## config.mk

```make
export PLATFORM = sky130hd
export DESIGN_NAME = gcu_scroll_regs
export DESIGN_NICKNAME = d
export VERILOG_FILES = /design/src/verilog/gcu_pkg.sv /design/src/verilog/gcu_scroll_regs.sv
export VERILOG_INCLUDE_DIRS = /design/src /design/src/include
export SDC_FILE = /design/constraint.sdc
export NUM_CORES = 1
export LEC_CHECK = 0
export ABC_AREA = 0
export BUFFER_PORTS_ARGS = -buffer_cell sky130_fd_sc_hd__buf_4
export CAP_MARGIN = 10
export CORE_ASPECT_RATIO = 1.1
export CORE_MARGIN = 1.5
export CORE_UTILIZATION = 55
export CTS_BUF_LIST = sky130_fd_sc_hd__clkbuf_16
export CTS_CLUSTER_SIZE = 40
export DETAILED_ROUTE_END_ITERATION = 8
export PLACE_DENSITY = 0.84
export SLEW_MARGIN = 5
export SYNTH_ARGS = -nofsm -noshare
export SYNTH_HDL_FRONTEND = slang
export SYNTH_SLANG_ARGS = --single-unit
```

## constraint.sdc

```tcl
create_clock -name CLK96 -period 9.3 [get_ports CLK96]
set_input_delay 2.325 -clock CLK96 [delete_from_list [all_inputs] [get_ports CLK96]]
set_output_delay 2.325 -clock CLK96 [all_outputs]
set_load 0.02 [all_outputs]
```

## src/include/gcu_macros.svh

```systemverilog
// widths, video RAM region bounds and register select codes
// beam positions for sync, blanking and the vertical interrupt

`ifndef GCU_MACROS_SVH
`define GCU_MACROS_SVH

// bus and memory widths
`define GCU_DATA_W        16
`define GCU_ADDR_W        13
`define GCU_LAYER_ADDR_W  11
`define GCU_BEAM_W        9

// video RAM regions, each layer copy covers [base, next base)
`define GCU_SCROLL0_BASE  13'h0000
`define GCU_SCROLL1_BASE  13'h0800
`define GCU_SCROLL2_BASE  13'h1000
`define GCU_SPRITE_BASE   13'h1800
`define GCU_SPRITE_END    13'h1C00

// register select decode
`define GCU_REG_INDEX_MASK  8'h8F
`define GCU_REG_VINT_ACK_A  8'h0E
`define GCU_REG_VINT_ACK_B  8'h0F

// beam positions, sync ranges are inclusive
`define GCU_HSYNC_START   9'd326
`define GCU_HSYNC_END     9'd379
`define GCU_VSYNC_START   9'd232
`define GCU_VSYNC_END     9'd245
`define GCU_VINT_LINE     9'd230

`endif

```

## src/verilog/gcu_pkg.sv

```systemverilog
// bus word union, CPU operation struct and video RAM write struct
// renderer layer read structs and the scroll register block

`include "gcu_macros.svh"

package gcu_pkg;

    // one CPU data word, read either as plain data or as a register select
    typedef union packed {
        logic [`GCU_DATA_W-1:0] raw;
        struct packed {
            logic [7:0] unused_hi;
            logic       mirror;
            logic [2:0] unused_mid;
            logic [3:0] index;
        } sel;
    } gcu_bus_word_u;

    // at most one bit set, held by the CPU until ack
    typedef struct packed {
        logic select_reg;
        logic write_reg;
        logic set_ptr;
        logic write_ram;
        logic read_h;
        logic read_l;
    } gcu_op_t;

    typedef struct packed {
        logic [`GCU_ADDR_W-1:0] addr;
        logic [`GCU_DATA_W-1:0] data;
        logic                   we;
    } gcu_vram_wr_t;

    // renderer read addresses, one per layer copy
    typedef struct packed {
        logic [`GCU_LAYER_ADDR_W-1:0] scroll0;
        logic [`GCU_LAYER_ADDR_W-1:0] scroll1;
        logic [`GCU_LAYER_ADDR_W-1:0] scroll2;
        logic [`GCU_LAYER_ADDR_W-1:0] sprite;
    } gcu_layer_addr_t;

    typedef struct packed {
        logic [`GCU_DATA_W-1:0] scroll0;
        logic [`GCU_DATA_W-1:0] scroll1;
        logic [`GCU_DATA_W-1:0] scroll2;
        logic [`GCU_DATA_W-1:0] sprite;
    } gcu_layer_data_t;

    // scroll positions in register index order, bg_x is index 0
    typedef struct packed {
        logic [`GCU_DATA_W-1:0] bg_x;
        logic [`GCU_DATA_W-1:0] bg_y;
        logic [`GCU_DATA_W-1:0] fg_x;
        logic [`GCU_DATA_W-1:0] fg_y;
        logic [`GCU_DATA_W-1:0] text_x;
        logic [`GCU_DATA_W-1:0] text_y;
        logic [`GCU_DATA_W-1:0] sprite_x;
        logic [`GCU_DATA_W-1:0] sprite_y;
    } gcu_scroll_t;

endpackage

```

## src/verilog/gcu_scroll_regs.sv

```systemverilog
// register select latch and the eight scroll registers
// interrupt clear decode from the selected register

`timescale 1ns/1ns

`include "gcu_macros.svh"

module gcu_scroll_regs (
    input  logic                    CLK96,
    input  logic                    RESET96,
    input  logic                    sel_strobe,
    input  logic                    wr_strobe,
    input  gcu_pkg::gcu_bus_word_u  din,
    output gcu_pkg::gcu_scroll_t    scroll,
    output logic                    vint_clear
);
    import gcu_pkg::*;

    gcu_bus_word_u sel_q;
    gcu_scroll_t   scroll_q;
    logic [7:0]    sel_code;

    assign sel_code = sel_q.raw[7:0];
    assign scroll   = scroll_q;

    // 0x0E, 0x0F and mirrored 0x0F hold the interrupt clear
    assign vint_clear = (sel_code == `GCU_REG_VINT_ACK_A) ||
                        (sel_code == `GCU_REG_VINT_ACK_B) ||
                        (sel_code == (`GCU_REG_VINT_ACK_B | 8'h80));

    always_ff @(posedge CLK96 or posedge RESET96) begin
        if (RESET96) begin
            // 0xFF selects nothing and clears nothing
            sel_q.raw <= 16'h00FF;
        end else if (sel_strobe) begin
            sel_q.raw <= {8'h00, din.raw[7:0] & `GCU_REG_INDEX_MASK};
        end
    end

    // mirror flag does not matter, index bit 3 set is ignored
    always_ff @(posedge CLK96 or posedge RESET96) begin
        if (RESET96) begin
            scroll_q <= '0;
        end else if (wr_strobe && !sel_q.sel.index[3]) begin
            case (sel_q.sel.index[2:0])
                3'd0: begin
                    scroll_q.bg_x <= din.raw;
                end
                3'd1: begin
                    scroll_q.bg_y <= din.raw;
                end
                3'd2: begin
                    scroll_q.fg_x <= din.raw;
                end
                3'd3: begin
                    scroll_q.fg_y <= din.raw;
                end
                3'd4: begin
                    scroll_q.text_x <= din.raw;
                end
                3'd5: begin
                    scroll_q.text_y <= din.raw;
                end
                3'd6: begin
                    scroll_q.sprite_x <= din.raw;
                end
                default: begin
                    scroll_q.sprite_y <= din.raw;
                end
            endcase
        end
    end

    // bus port issues one operation at a time
    strobes_exclusive: assert property (@(posedge CLK96) disable iff (RESET96)
        !(sel_strobe && wr_strobe));

endmodule

```

== Yosys cells after proc, flatten, opt, wreduce, memory -nomap -nowiden ==
Index checks and enable logic that the tools add are counted.
Word-level totals
  bits in registers: 136
  input bits: 20
  word-level logic and storage cells: 33
Operators by class
  equal/unequal tests: 9
  bitwise gates (word level): 1
  reduce and logical (&&, ||, !) cells: 14
Operators by type and width (number)
  equality test 8 x 4 -> 1 bit, second input constant: 2
  AND reduction 2 bit: 8
  equality test 3 bit, second input constant: 3
  equality test 8 bit, second input constant: 1
  OR reduction 7 bit: 1
  equality test 3 x 2 -> 1 bit, second input constant: 2
  equality test 3 x 1 -> 1 bit, second input constant: 1
  logical NOT 3 bit: 1
  logical OR 1 bit: 2
  logical AND 1 bit: 1
  logical NOT 1 bit: 1
  inverter 1 bit: 1

== Depth between registers and ports, before layout ==
Gate-level depths: netlist of run 1.
  depth after elaboration: 4
  mapped depth: 6
  mapped depth without buffers: 3

== Worst setup path after synthesis of run 1 ==
OpenSTA, ideal clock, no wires.
  kind: input to register
  start point: input port wr_strobe
  end point: register scroll_q, in the netlist scroll[64]
  data arrival time: 3.362 ns
  required time: 9.175 ns
  slack: 5.814 ns
  cell stages on the path: 5
  cell sequence: nor3b_4 -> and3_2 -> buf_4 -> buf_6 -> mux2_2
Between the ends
  longest elaborated chain between the ends: 2
Ends and longest elaborated chain
  start: declaration: RTL line gcu_scroll_regs.sv:12  | input logic wr_strobe,
  logical AND 1 bit: RTL line gcu_scroll_regs.sv:44  | end else if (wr_strobe && !sel_q.sel.index[3]) begin
  AND reduction 2 bit (no line)
  end: declaration: RTL line gcu_scroll_regs.sv:20  | gcu_scroll_t scroll_q;
Every way passes these cells.
A chain may end at the register's enable or synchronous reset.

== Worst setup path after layout of run 1 ==
  start point: register sel_q[1] in the netlist's numbering
  end point: output port vint_clear
Between the ends
  longest elaborated chain between the ends: 3
  elaborated cells between the ends (all ways): 5
  those cells by class: eq/ne (3); reduce/logical (2)
Ends and longest elaborated chain
  start: declaration: RTL line gcu_scroll_regs.sv:19  | gcu_bus_word_u sel_q;
  equality test 8 x 4 -> 1 bit (no line)
  logical OR 1 bit: RTL line gcu_scroll_regs.sv:27  | assign vint_clear = (sel_code == `GCU_REG_VINT_ACK_A) ||
  logical OR 1 bit (*): RTL line gcu_scroll_regs.sv:27
  end: declaration: RTL line gcu_scroll_regs.sv:15  | output logic vint_clear
Mark *: on every way between the ends. The rest lies on a longest branch, timed or not.

==> run metrics, run 1 <==
path depth of the worst reg2reg path=3; area grow syn2layout=33.6%; cell-by-cell listing of the critical path=nand4b_1 > a21oi_1 > buf_4; first-pass GRT wire length=approximately 18000 µm; total design power=between 2 and 2.5 mW; routed metal-1 wirelength=4640 µm; sequential-to-total area share from yosys stat=between 60% and 70%; Final Instance Count excl. Fillers=around 580; outcome=finished, final reports clean; CTS Buf Count=17; slack of the critical path=roughly 5.5 ns; pin count of the biggest net entering global routing=74; number of maximum-capacitance violations=0; nature of the critical path startpoint=flip-flop; placed inst area=roughly 0.0063 mm²; amount of wire on met3 after detailed routing=between 400 and 500 µm; slew of the pin with the lowest slew margin=a little over 1 ns; most common library cell in the layout ignoring fill and taps=buf_4; startpoint of the lowest-slack hold path=sel_q[6]; post-CTS repair timing setup buffer count=0; gr usage total=between 20% and 30%; input/output buffers=148; Clock Root Buffer=clkbuf_16; clock-pin slew on the worst setup and hold paths=~0.050 ns; count of buffering cells on the critical path with inverters included=1; PostCTS Resize Cnt=0; Seq cells post-synth=approximately 130; number of endpoints with negative hold slack in the final report=0; number of iterations in the first detailed-routing pass=4; final setup violation count=0; Die H=104 µm; via count of the routed design=3106; cell area after synthesis=~0.0051 mm²; Crit Path Class=reg -> out; hpwl dp=roughly 8000 µm; reg-to-reg startpoint=sel_q[2]; clock latency of the later-clocked register in the worst-skew pair=~0.40 ns; syn nets=317; ratio of total power to cell area=354 mW/mm²; Bufs on Longest Clock Path=2; start point of the critical path=sel_q[1]; per-instance average area after synthesis=about 17 µm²; total overflow reported by the global router=0; critical path peak fanout=9; WL/cell=about 20 µm; final antenna-violating net count=0; CTS tree=built; final antenna diode count=0; Core Footprint=approximately 0.0090 mm²; max-slew violation count=0; clock skew=0.00617 ns; clock period minus final worst setup slack=about 3.8 ns; headroom to the max-slew limit=between 30% and 40%; pre-CTS setup slack=between 5 and 6 ns; Routability Congestion=0.756; final net count=473; leakage power of the design=3.30 nW; maximum frequency from static timing analysis=roughly 260 MHz; number of H-tree levels=4; share of post-route cells with drive strength above 1=a little over two thirds; Placement Rows=36; VDD IR-drop max=~0.2 mV; width of the die=about 95 µm; WL final=about 12000 µm; crit path DAT=roughly 1.5 ns; library cell contributing the largest single delay on the critical path=dfstp_2; post-layout utilization of the core=between 70% and 80%; count of yosys warnings during synthesis=0; I/O pin count=around 150; worst hold slack across all endpoints=roughly 0.5 ns; Crit path depth=3; violation count after the first detailed-route iteration=between 60 and 70; Worst path max stage delay=approximately 0.63 ns; Clock Sinks=between 100 and 150; met2 wire length=6380 µm; worst min-delay path class=reg -> reg; Final period util=roughly 41%; number of unique standard cell types used by synthesis=25; die area=slightly below 0.01 mm²; highest metal layer with signal wires=met4; worst endpoint required time=around 7 ns; crit path capture type=output port; RSZ-0062 raised after global routing=false; DRC violation count after routing=0; cts hold-fix bufs=0; final setup TNS=0 ns; effective utilization at floorplan=between 50% and 60%; Post-Layout Inst Area=approximately 0.0068 mm²; hold path cells=1; number of cells in the design after placement=around 550; number of antenna violations at the first check in global routing=0; highest-count cells in the layout ignoring fill and taps=buf_4 (149), mux2_2 (132), dfrtp_1 (128), clkbuf_16 (17), dfstp_2 (6); vias in the first global route=~3400; cell family with most CP delay=flip-flops; via-per-instance ratio=about 5.4; cell count after synthesis=between 200 and 300
synth_stat cells:
cell type	n	share of area, %
nand3b_2	1	0.22
nand2_1	2	0.15
nand3_2	1	0.20
and3_2	1	0.15
dfstp_2	6	3.1
mux2_2	132	29
a21oi_1	1	0.098
nor2_1	1	0.073
clkbuf_1	1	0.073
nor3b_4	2	0.73
inv_1	2	0.15
nand2_2	1	0.12
buf_4	2	0.29
nor2b_1	1	0.12
buf_6	5	1.1
buf_2	2	0.20
nor2_2	1	0.12
nand3b_4	1	0.39
nand4b_1	1	0.17
o21ai_0	1	0.098
nor3_4	1	0.32
nand2b_1	1	0.12
dfrtp_1	128	62
buf_8	1	0.29
clkbuf_8	1	0.27
cells by family (layout without fill, tap and decap cells):
kind of cell / Yosys count / count (layout) / share of synthesized area (%)
AO/OA/AOI/OAI: 2 / 2 / 0.195
buffers and inverters: 14 / 182 / 2.37
flip-flops: 134 / 134 / 65.6
multiplexers: 132 / 132 / 29.0
AND/OR/NAND/NOR: 15 / 15 / 2.88
final cells by class:
cell class	instances	area, µm²
fillers	549	2120
clock buffers	17	425
inverters	2	10.0
clock inverters	14	145
well taps	114	143
multi-input cells	149	1640
flip-flops and latches	134	3360
repair buffers	149	1120
flip-flops by register name, summed over array words and instances (netlist names):
name / count
sel_q: 6
scroll: 128
report_power, final:
group          total (mW)  internal [mW]  switching, mW
sequential          0.925          0.796          0.129
clock               0.641          0.413          0.228
combinational       0.856          0.416          0.440
path summary, 6_finish.rpt:
path                       slack, ns         end
max reg2reg                     7.17  scroll[23]
max                             5.51  vint_clear
min in group asynchronous       2.07  scroll[59]
min reg2reg                     0.49    sel_q[6]
min                             0.49    sel_q[6]
max in group asynchronous       5.84  scroll[82]
per-layer routing:
| metal | vias up | GRT usage [%] |
|---|---|---|
| li1 | 1360 | - |
| met1 | 1641 | 31.0 |
| met2 | 88 | 43.2 |
| met3 | 17 | 6.14 |
| met4 | 0 | 8.10 |
| met5 | - | 0 |
Note: power is estimated with default switching activity, not from simulation.
==> run 2: changes to the inputs <==
--- a/config.mk
+++ b/config.mk
@@ -11,11 +11,11 @@
 export CAP_MARGIN = 10
 export CORE_ASPECT_RATIO = 1.1
 export CORE_MARGIN = 1.5
-export CORE_UTILIZATION = 55
+export CORE_UTILIZATION = 46
 export CTS_BUF_LIST = sky130_fd_sc_hd__clkbuf_16
 export CTS_CLUSTER_SIZE = 40
 export DETAILED_ROUTE_END_ITERATION = 8
-export PLACE_DENSITY = 0.84
+export PLACE_DENSITY = 0.75
 export SLEW_MARGIN = 5
 export SYNTH_ARGS = -nofsm -noshare
 export SYNTH_HDL_FRONTEND = slang
==> constraint.sdc (replaced) <==
create_clock -name CLK96 -period 3.2 [get_ports CLK96]
set_input_delay 0.8 -clock CLK96 [delete_from_list [all_inputs] [get_ports CLK96]]
set_output_delay 0.8 -clock CLK96 [all_outputs]
set_load 0.02 [all_outputs]
==> run metrics, run 2 (synthesis results as in run 1) <==
outcome=finished, final reports clean; fraction of power spent switching nets=32.6% (-0.32 points); reg-to-reg startpoint=sel_q[2]; width of the die=104 µm (+9.0%); path depth of the worst reg2reg path=4 (+1); first-pass GRT wire length=18600 µm (+1.3%); maximum frequency from static timing analysis=between 400 and 500 MHz; part of the total power dissipated in the clock network=27.8% (+1.3 points); headroom to the max-slew limit=53.2% (+22 points); Routability Congestion=0.797 (+5.4%); via-per-instance ratio=5.03 (-6.2%); WL final=11900 µm (+1.1%); number of antenna violations at the first check in global routing=0 (unchanged); leakage power of the design=3.33 nW (+0.93%); final setup TNS=0 ns (unchanged); combinational cell fraction of total power=34.9% (-0.4 points); Clock Sinks=134 (unchanged); Core Footprint=0.0109 mm² (+22%); placed inst area=0.00637 mm² (+1.5%); highest-count cells in the layout ignoring fill and taps=buf_4 (153), mux2_2 (132), dfrtp_1 (128), clkbuf_16 (17), dfstp_2 (6); CTS tree=built; crit path DAT=1.45 ns (-0.02 ns); worst min-delay path class=reg -> reg; violation count after the first detailed-route iteration=130 (+100%); number of endpoints with negative hold slack in the final report=0 (unchanged); startpoint of the lowest-slack hold path=sel_q[6]; VDD IR-drop max=0.498 mV (+140%); final setup violation count=0 (unchanged); Bufs on Longest Clock Path=2 (unchanged); PostCTS Resize Cnt=0 (unchanged); slew of the pin with the lowest slew margin=0.703 ns (-0.326 ns); Final period util=between 70% and 80%; final antenna-violating net count=0 (unchanged); final net count=478 (+1.1%); via count of the routed design=3109 (+0.097%); number of maximum-capacitance violations=0 (unchanged); worst setup slack for register-to-register paths=1.30 ns (-5.87 ns); nature of the critical path startpoint=flip-flop; Die H=114 µm (+9.1%); Crit Path Class=reg -> out; RSZ-0062 raised after global routing=false; critical register-to-register path endpoint=scroll[26]; worst endpoint required time=2.40 ns (-4.58 ns); ratio of total power to cell area=1020 mW/mm² (+190%); critical path peak fanout=6 (-3); max-slew violation count=0 (unchanged); area grow syn2layout=36.2%; number of flip-flops under the largest register name=128 (unchanged); post-CTS repair timing setup buffer count=0 (unchanged); clock latency of the later-clocked register in the worst-skew pair=0.41 ns (about the same); Clock Root Buffer=clkbuf_16; P_int=4.82 mW (+200%); clock-pin slew on the worst setup and hold paths=0.06 ns (about the same); most common library cell in the layout ignoring fill and taps=buf_4; net load switching power=2.33 mW (+190%); number of H-tree levels=4 (unchanged); total design power=7.15 mW (+200%); DRC violation count after routing=0 (unchanged); sequential power share=37.3% (-0.9 points); Post-Layout Inst Area=0.00698 mm² (+2.0%); CTS Buf Count=17 (unchanged); crit path capture type=output port; vias in the first global route=3297 (-3.8%); hpwl dp=7980 µm (+1.2%); total overflow reported by the global router=0 (unchanged); WL/cell=19.2 µm (-5.3%); Worst path max stage delay=0.60 ns (-0.03 ns); number of iterations in the first detailed-routing pass=5 (+1); Hold EP=sel_q[6]; cell-by-cell listing of the critical path=inv_1 > a21oi_1 > buf_4; die area=0.0118 mm² (+19%); I/O pin count=149 (unchanged); hold path cells=1 (unchanged); cts hold-fix bufs=0 (unchanged); final antenna diode count=0 (unchanged); gr usage total=21.3% (-3.9 points); post-layout utilization of the core=64.0% (-12 points); Placement Rows=40 (+11%); input/output buffers=148 (unchanged); share of post-route cells with drive strength above 1=70.7% (+1.2 points); library cell contributing the largest single delay on the critical path=dfstp_2; pin count of the biggest net entering global routing=135 (+82%); clock period minus final worst setup slack=about 2.2 ns; worst hold slack across all endpoints=0.480 ns (-0.0136 ns); clock skew=0.00575 ns (-0.000423 ns); effective utilization at floorplan=47.0% (-10 points)
-- run 2: changes by cell type in the layout (fill, tap and decap cells not counted), sizes merged --
cell and delta:
buf +5, clkinvlp +4, inv -3, bufinv +1, clkinv -1
-- run 2: area by class of cell --
| class | instances | area [µm²] |
|---|---|---|
| Clock buffer | 17 | 425 |
| Clock inverter | 15 | 188 |
| Inverter | 2 | 11.3 |
| Multi-Input combinational cell | 149 | 1640 |
| Tap cell | 147 | 184 |
| Fill cell | 860 | 3930 |
| Timing Repair Buffer | 154 | 1170 |
| Sequential cell | 134 | 3360 |
-- run 2: how the worst max path moves through the flow --
| stage | startpoint | end | slack (ns) | cells after the start |
|---|---|---|---|---|
| 6_report | sel_q[0] | vint_clear | 0.95 | 3 |
| 5_1_grt | sel_q[1] | vint_clear | 0.89 | 3 |
| 4_1_cts | sel_q[0] | vint_clear | 0.92 | 3 |
| 3_5_place_dp | wr_strobe | scroll[110] | 0.90 | 4 |
| 3_3_place_gp | wr_strobe | scroll[99] | 0.94 | 4 |
| 2_1_floorplan | RESET96 | scroll[0] | 0.74 | 1 |
-- run 2: layer usage --
layer  global-route usage [%]  share of wire (%)  vias up
met5                        0                  0        -
met3                     5.77                4.1       13
met4                     9.54                1.9        0
met1                     26.2                 42     1621
li1                         -                  -     1388
met2                     35.4                 52       87
-- run 2: critical path, delay by kind of cell (launching register included) --
family,cells,cell delay [ns]
buffers and inverters,2,0.30
DFF,1,0.60
AOI/OAI and AO/OA,1,0.15
-- run 2: power by group through the flow --
| stage | combinational (mW) | clock (mW) | sequential [mW] |
|---|---|---|---|
| 2_1_floorplan | 0.595 | 0 | 3.38 |
| 3_3_place_gp | 2.47 | 0 | 2.67 |
| 3_5_place_dp | 2.52 | 0 | 2.69 |
| 4_1_cts | 2.52 | 2.03 | 2.67 |
| 5_1_grt | 2.61 | 2.11 | 2.74 |
| 6_report | 2.49 | 1.99 | 2.67 |
-- run 2: through the flow --
step	worst slack (ns)	std cells
after floorplan	0.740	297
after global placement	0.940	586
after detailed placement	0.903	586
after CTS	0.920	618
after global routing	0.888	618
final	0.952	618
==> run 3: changes to the inputs <==
--- a/config.mk
+++ b/config.mk
@@ -11,11 +11,11 @@
 export CAP_MARGIN = 10
 export CORE_ASPECT_RATIO = 1.1
 export CORE_MARGIN = 1.5
-export CORE_UTILIZATION = 46
+export CORE_UTILIZATION = 51
 export CTS_BUF_LIST = sky130_fd_sc_hd__clkbuf_16
 export CTS_CLUSTER_SIZE = 40
 export DETAILED_ROUTE_END_ITERATION = 8
-export PLACE_DENSITY = 0.75
+export PLACE_DENSITY = 0.79
 export SLEW_MARGIN = 5
 export SYNTH_ARGS = -nofsm -noshare
 export SYNTH_HDL_FRONTEND = slang
==> constraint.sdc (replaced) <==
create_clock -name CLK96 -period 2.3 [get_ports CLK96]
set_input_delay 0.575 -clock CLK96 [delete_from_list [all_inputs] [get_ports CLK96]]
set_output_delay 0.575 -clock CLK96 [all_outputs]
set_load 0.02 [all_outputs]
==> run metrics, run 3 (synthesis results as in run 1) <==
nature of the critical path startpoint=flip-flop; number of H-tree levels=4 (unchanged); Clock Root Buffer=clkbuf_16; area grow syn2layout=34.8%; cell family with most CP delay=flip-flops; number of iterations in the first detailed-routing pass=9 (+4); worst hold slack across all endpoints=0.154 ns (-0.327 ns); crit path capture type=output port; slack of the critical path=0.221 ns (-0.731 ns); Core Footprint=0.00984 mm² (-9.8%); Die H=108 µm (-4.9%); post-layout utilization of the core=70.2% (+6.2 points); via-per-instance ratio=5.23 (+3.9%); final antenna-violating net count=0 (unchanged); violations in the final reports=DRC; share of post-route cells with drive strength above 1=69.4% (-1.3 points); CTS tree=built; Final period util=between 90% and 100%; count of buffering cells on the critical path with inverters included=1 (-1); critical path peak fanout=9 (+3); Bufs on Longest Clock Path=2 (unchanged); pre-CTS setup slack=0.313 ns (-0.590 ns); final net count=486 (+1.7%); total design power=9.50 mW (+33%); cell-by-cell listing of the critical path=nand4b_1 > a21oi_1 > buf_4; maximum frequency from static timing analysis=481 MHz; Post-Layout Inst Area=0.00691 mm² (-1.0%); worst min-delay path class=in -> async; placed inst area=0.00641 mm² (+0.61%); number of maximum-capacitance violations=0 (unchanged); input/output buffers=148 (unchanged); number of flip-flops under the largest register name=128 (unchanged); crit path DAT=1.50 ns (+0.05 ns); CTS Buf Count=17 (unchanged); clock latency of the later-clocked register in the worst-skew pair=0.41 ns (about the same); Placement Rows=38 (-5.0%); violation count after the first detailed-route iteration=123 (-5.4%); library cell contributing the largest single delay on the critical path=dfstp_2; worst endpoint required time=1.73 ns (-0.67 ns); hpwl dp=8130 µm (+1.8%); DRC violation count after routing=6 (+6); first-pass GRT wire length=17900 µm (-4.0%); outcome=complete, but fails checks; post-CTS repair timing setup buffer count=0 (unchanged); cts hold-fix bufs=0 (unchanged); number of cells in the design after placement=567 (-3.2%); Routability Congestion=0.751 (-5.7%); number of endpoints with negative hold slack in the final report=0 (unchanged); width of the die=98.6 µm (-4.9%); final setup violation count=0 (unchanged); ratio of total power to cell area=1380 mW/mm² (+34%); clock period minus final worst setup slack=just over 2 ns; Crit Path Class=reg -> out; via count of the routed design=3120 (+0.35%); final antenna diode count=0 (unchanged); WL final=11600 µm (-2.2%); headroom to the max-slew limit=68.0% (+15 points); number of filler cells placed in the layout=677 (-21%); VDD IR-drop max=0.936 mV (+88%); PostCTS Resize Cnt=0 (unchanged); clock-pin slew on the worst setup and hold paths=0.05 ns (about the same); Final Instance Count excl. Fillers=597 (-3.4%); gr usage total=22.8% (+1.5 points); clock skew=0.0125 ns (+0.00672 ns); Worst path max stage delay=0.63 ns (+0.03 ns); total overflow reported by the global router=0 (unchanged); Clock Sinks=134 (unchanged); vias in the first global route=3244 (-1.6%); max-slew violation count=0 (unchanged); WL/cell=19.4 µm (+1.2%); most common library cell in the layout ignoring fill and taps=buf_4; slew of the pin with the lowest slew margin=0.478 ns (-0.225 ns); highest-count cells in the layout ignoring fill and taps=buf_4 (160), mux2_2 (132), dfrtp_1 (128), clkbuf_16 (17); I/O pin count=149 (unchanged); leakage power of the design=3.35 nW (+0.45%); die area=0.0107 mm² (-9.5%); RSZ-0062 raised after global routing=false; pin count of the biggest net entering global routing=69 (-49%); number of antenna violations at the first check in global routing=0 (unchanged); effective utilization at floorplan=52.1% (+5.1 points); final setup TNS=0 ns (unchanged)
==> run 3: path summary, 6_finish.rpt <==
kind / start / end / slack [ns] / cells after the start
worst min register to register: sel_q[6] / sel_q[6] / 0.48 / 1
max in group asynchronous: RESET96 / sel_q[0] / 1.45 / 3
min in group CLK96: sel_strobe / sel_q[6] / 0.36 / 2
worst max-delay path: sel_q[1] / vint_clear / 0.22 / 3
worst max register to register: sel_q[2] / scroll[22] / 0.46 / 4
worst min-delay path: RESET96 / scroll[104] / 0.15 / 2
==> run 3: area by class of cell <==
cell class              instances  area [µm²]  share of cell area (%)
repair buffers                162        1240                    18.0
clock inverters                13        78.8                    1.14
clock buffers                  17         425                    6.15
inverters                       2        11.3                   0.163
multi-input cells             149        1640                    23.8
flip-flops and latches        134        3360                    48.6
well taps                     120         150                    2.17
==> run 3: where the power goes <==
| group | internal (mW) | switching, mW |
|---|---|---|
| Clock | 1.43 | 0.892 |
| Combinational | 1.70 | 1.79 |
| Sequential | 3.22 | 0.477 |
==> run 3: layer usage <==
metal | share of wire (%) | wire length, µm | vias to the layer above | track usage, %
li1 | - | - | 1392 | -
met2 | 54 | 6210 | 81 | 39.2
met3 | 4.6 | 537 | 13 | 6.40
met1 | 41 | 4710 | 1634 | 27.6
met4 | 1.2 | 136 | 0 | 8.47
met5 | 0 | 0 | - | 0
==> run 3: worst reg2reg max path, stage by stage, from the launching register on <==
cell,delay [ns]
dfstp_2,0.60
nand3b_4,0.13
nor3b_4,0.43
buf_4,0.23
mux2_2,0.34
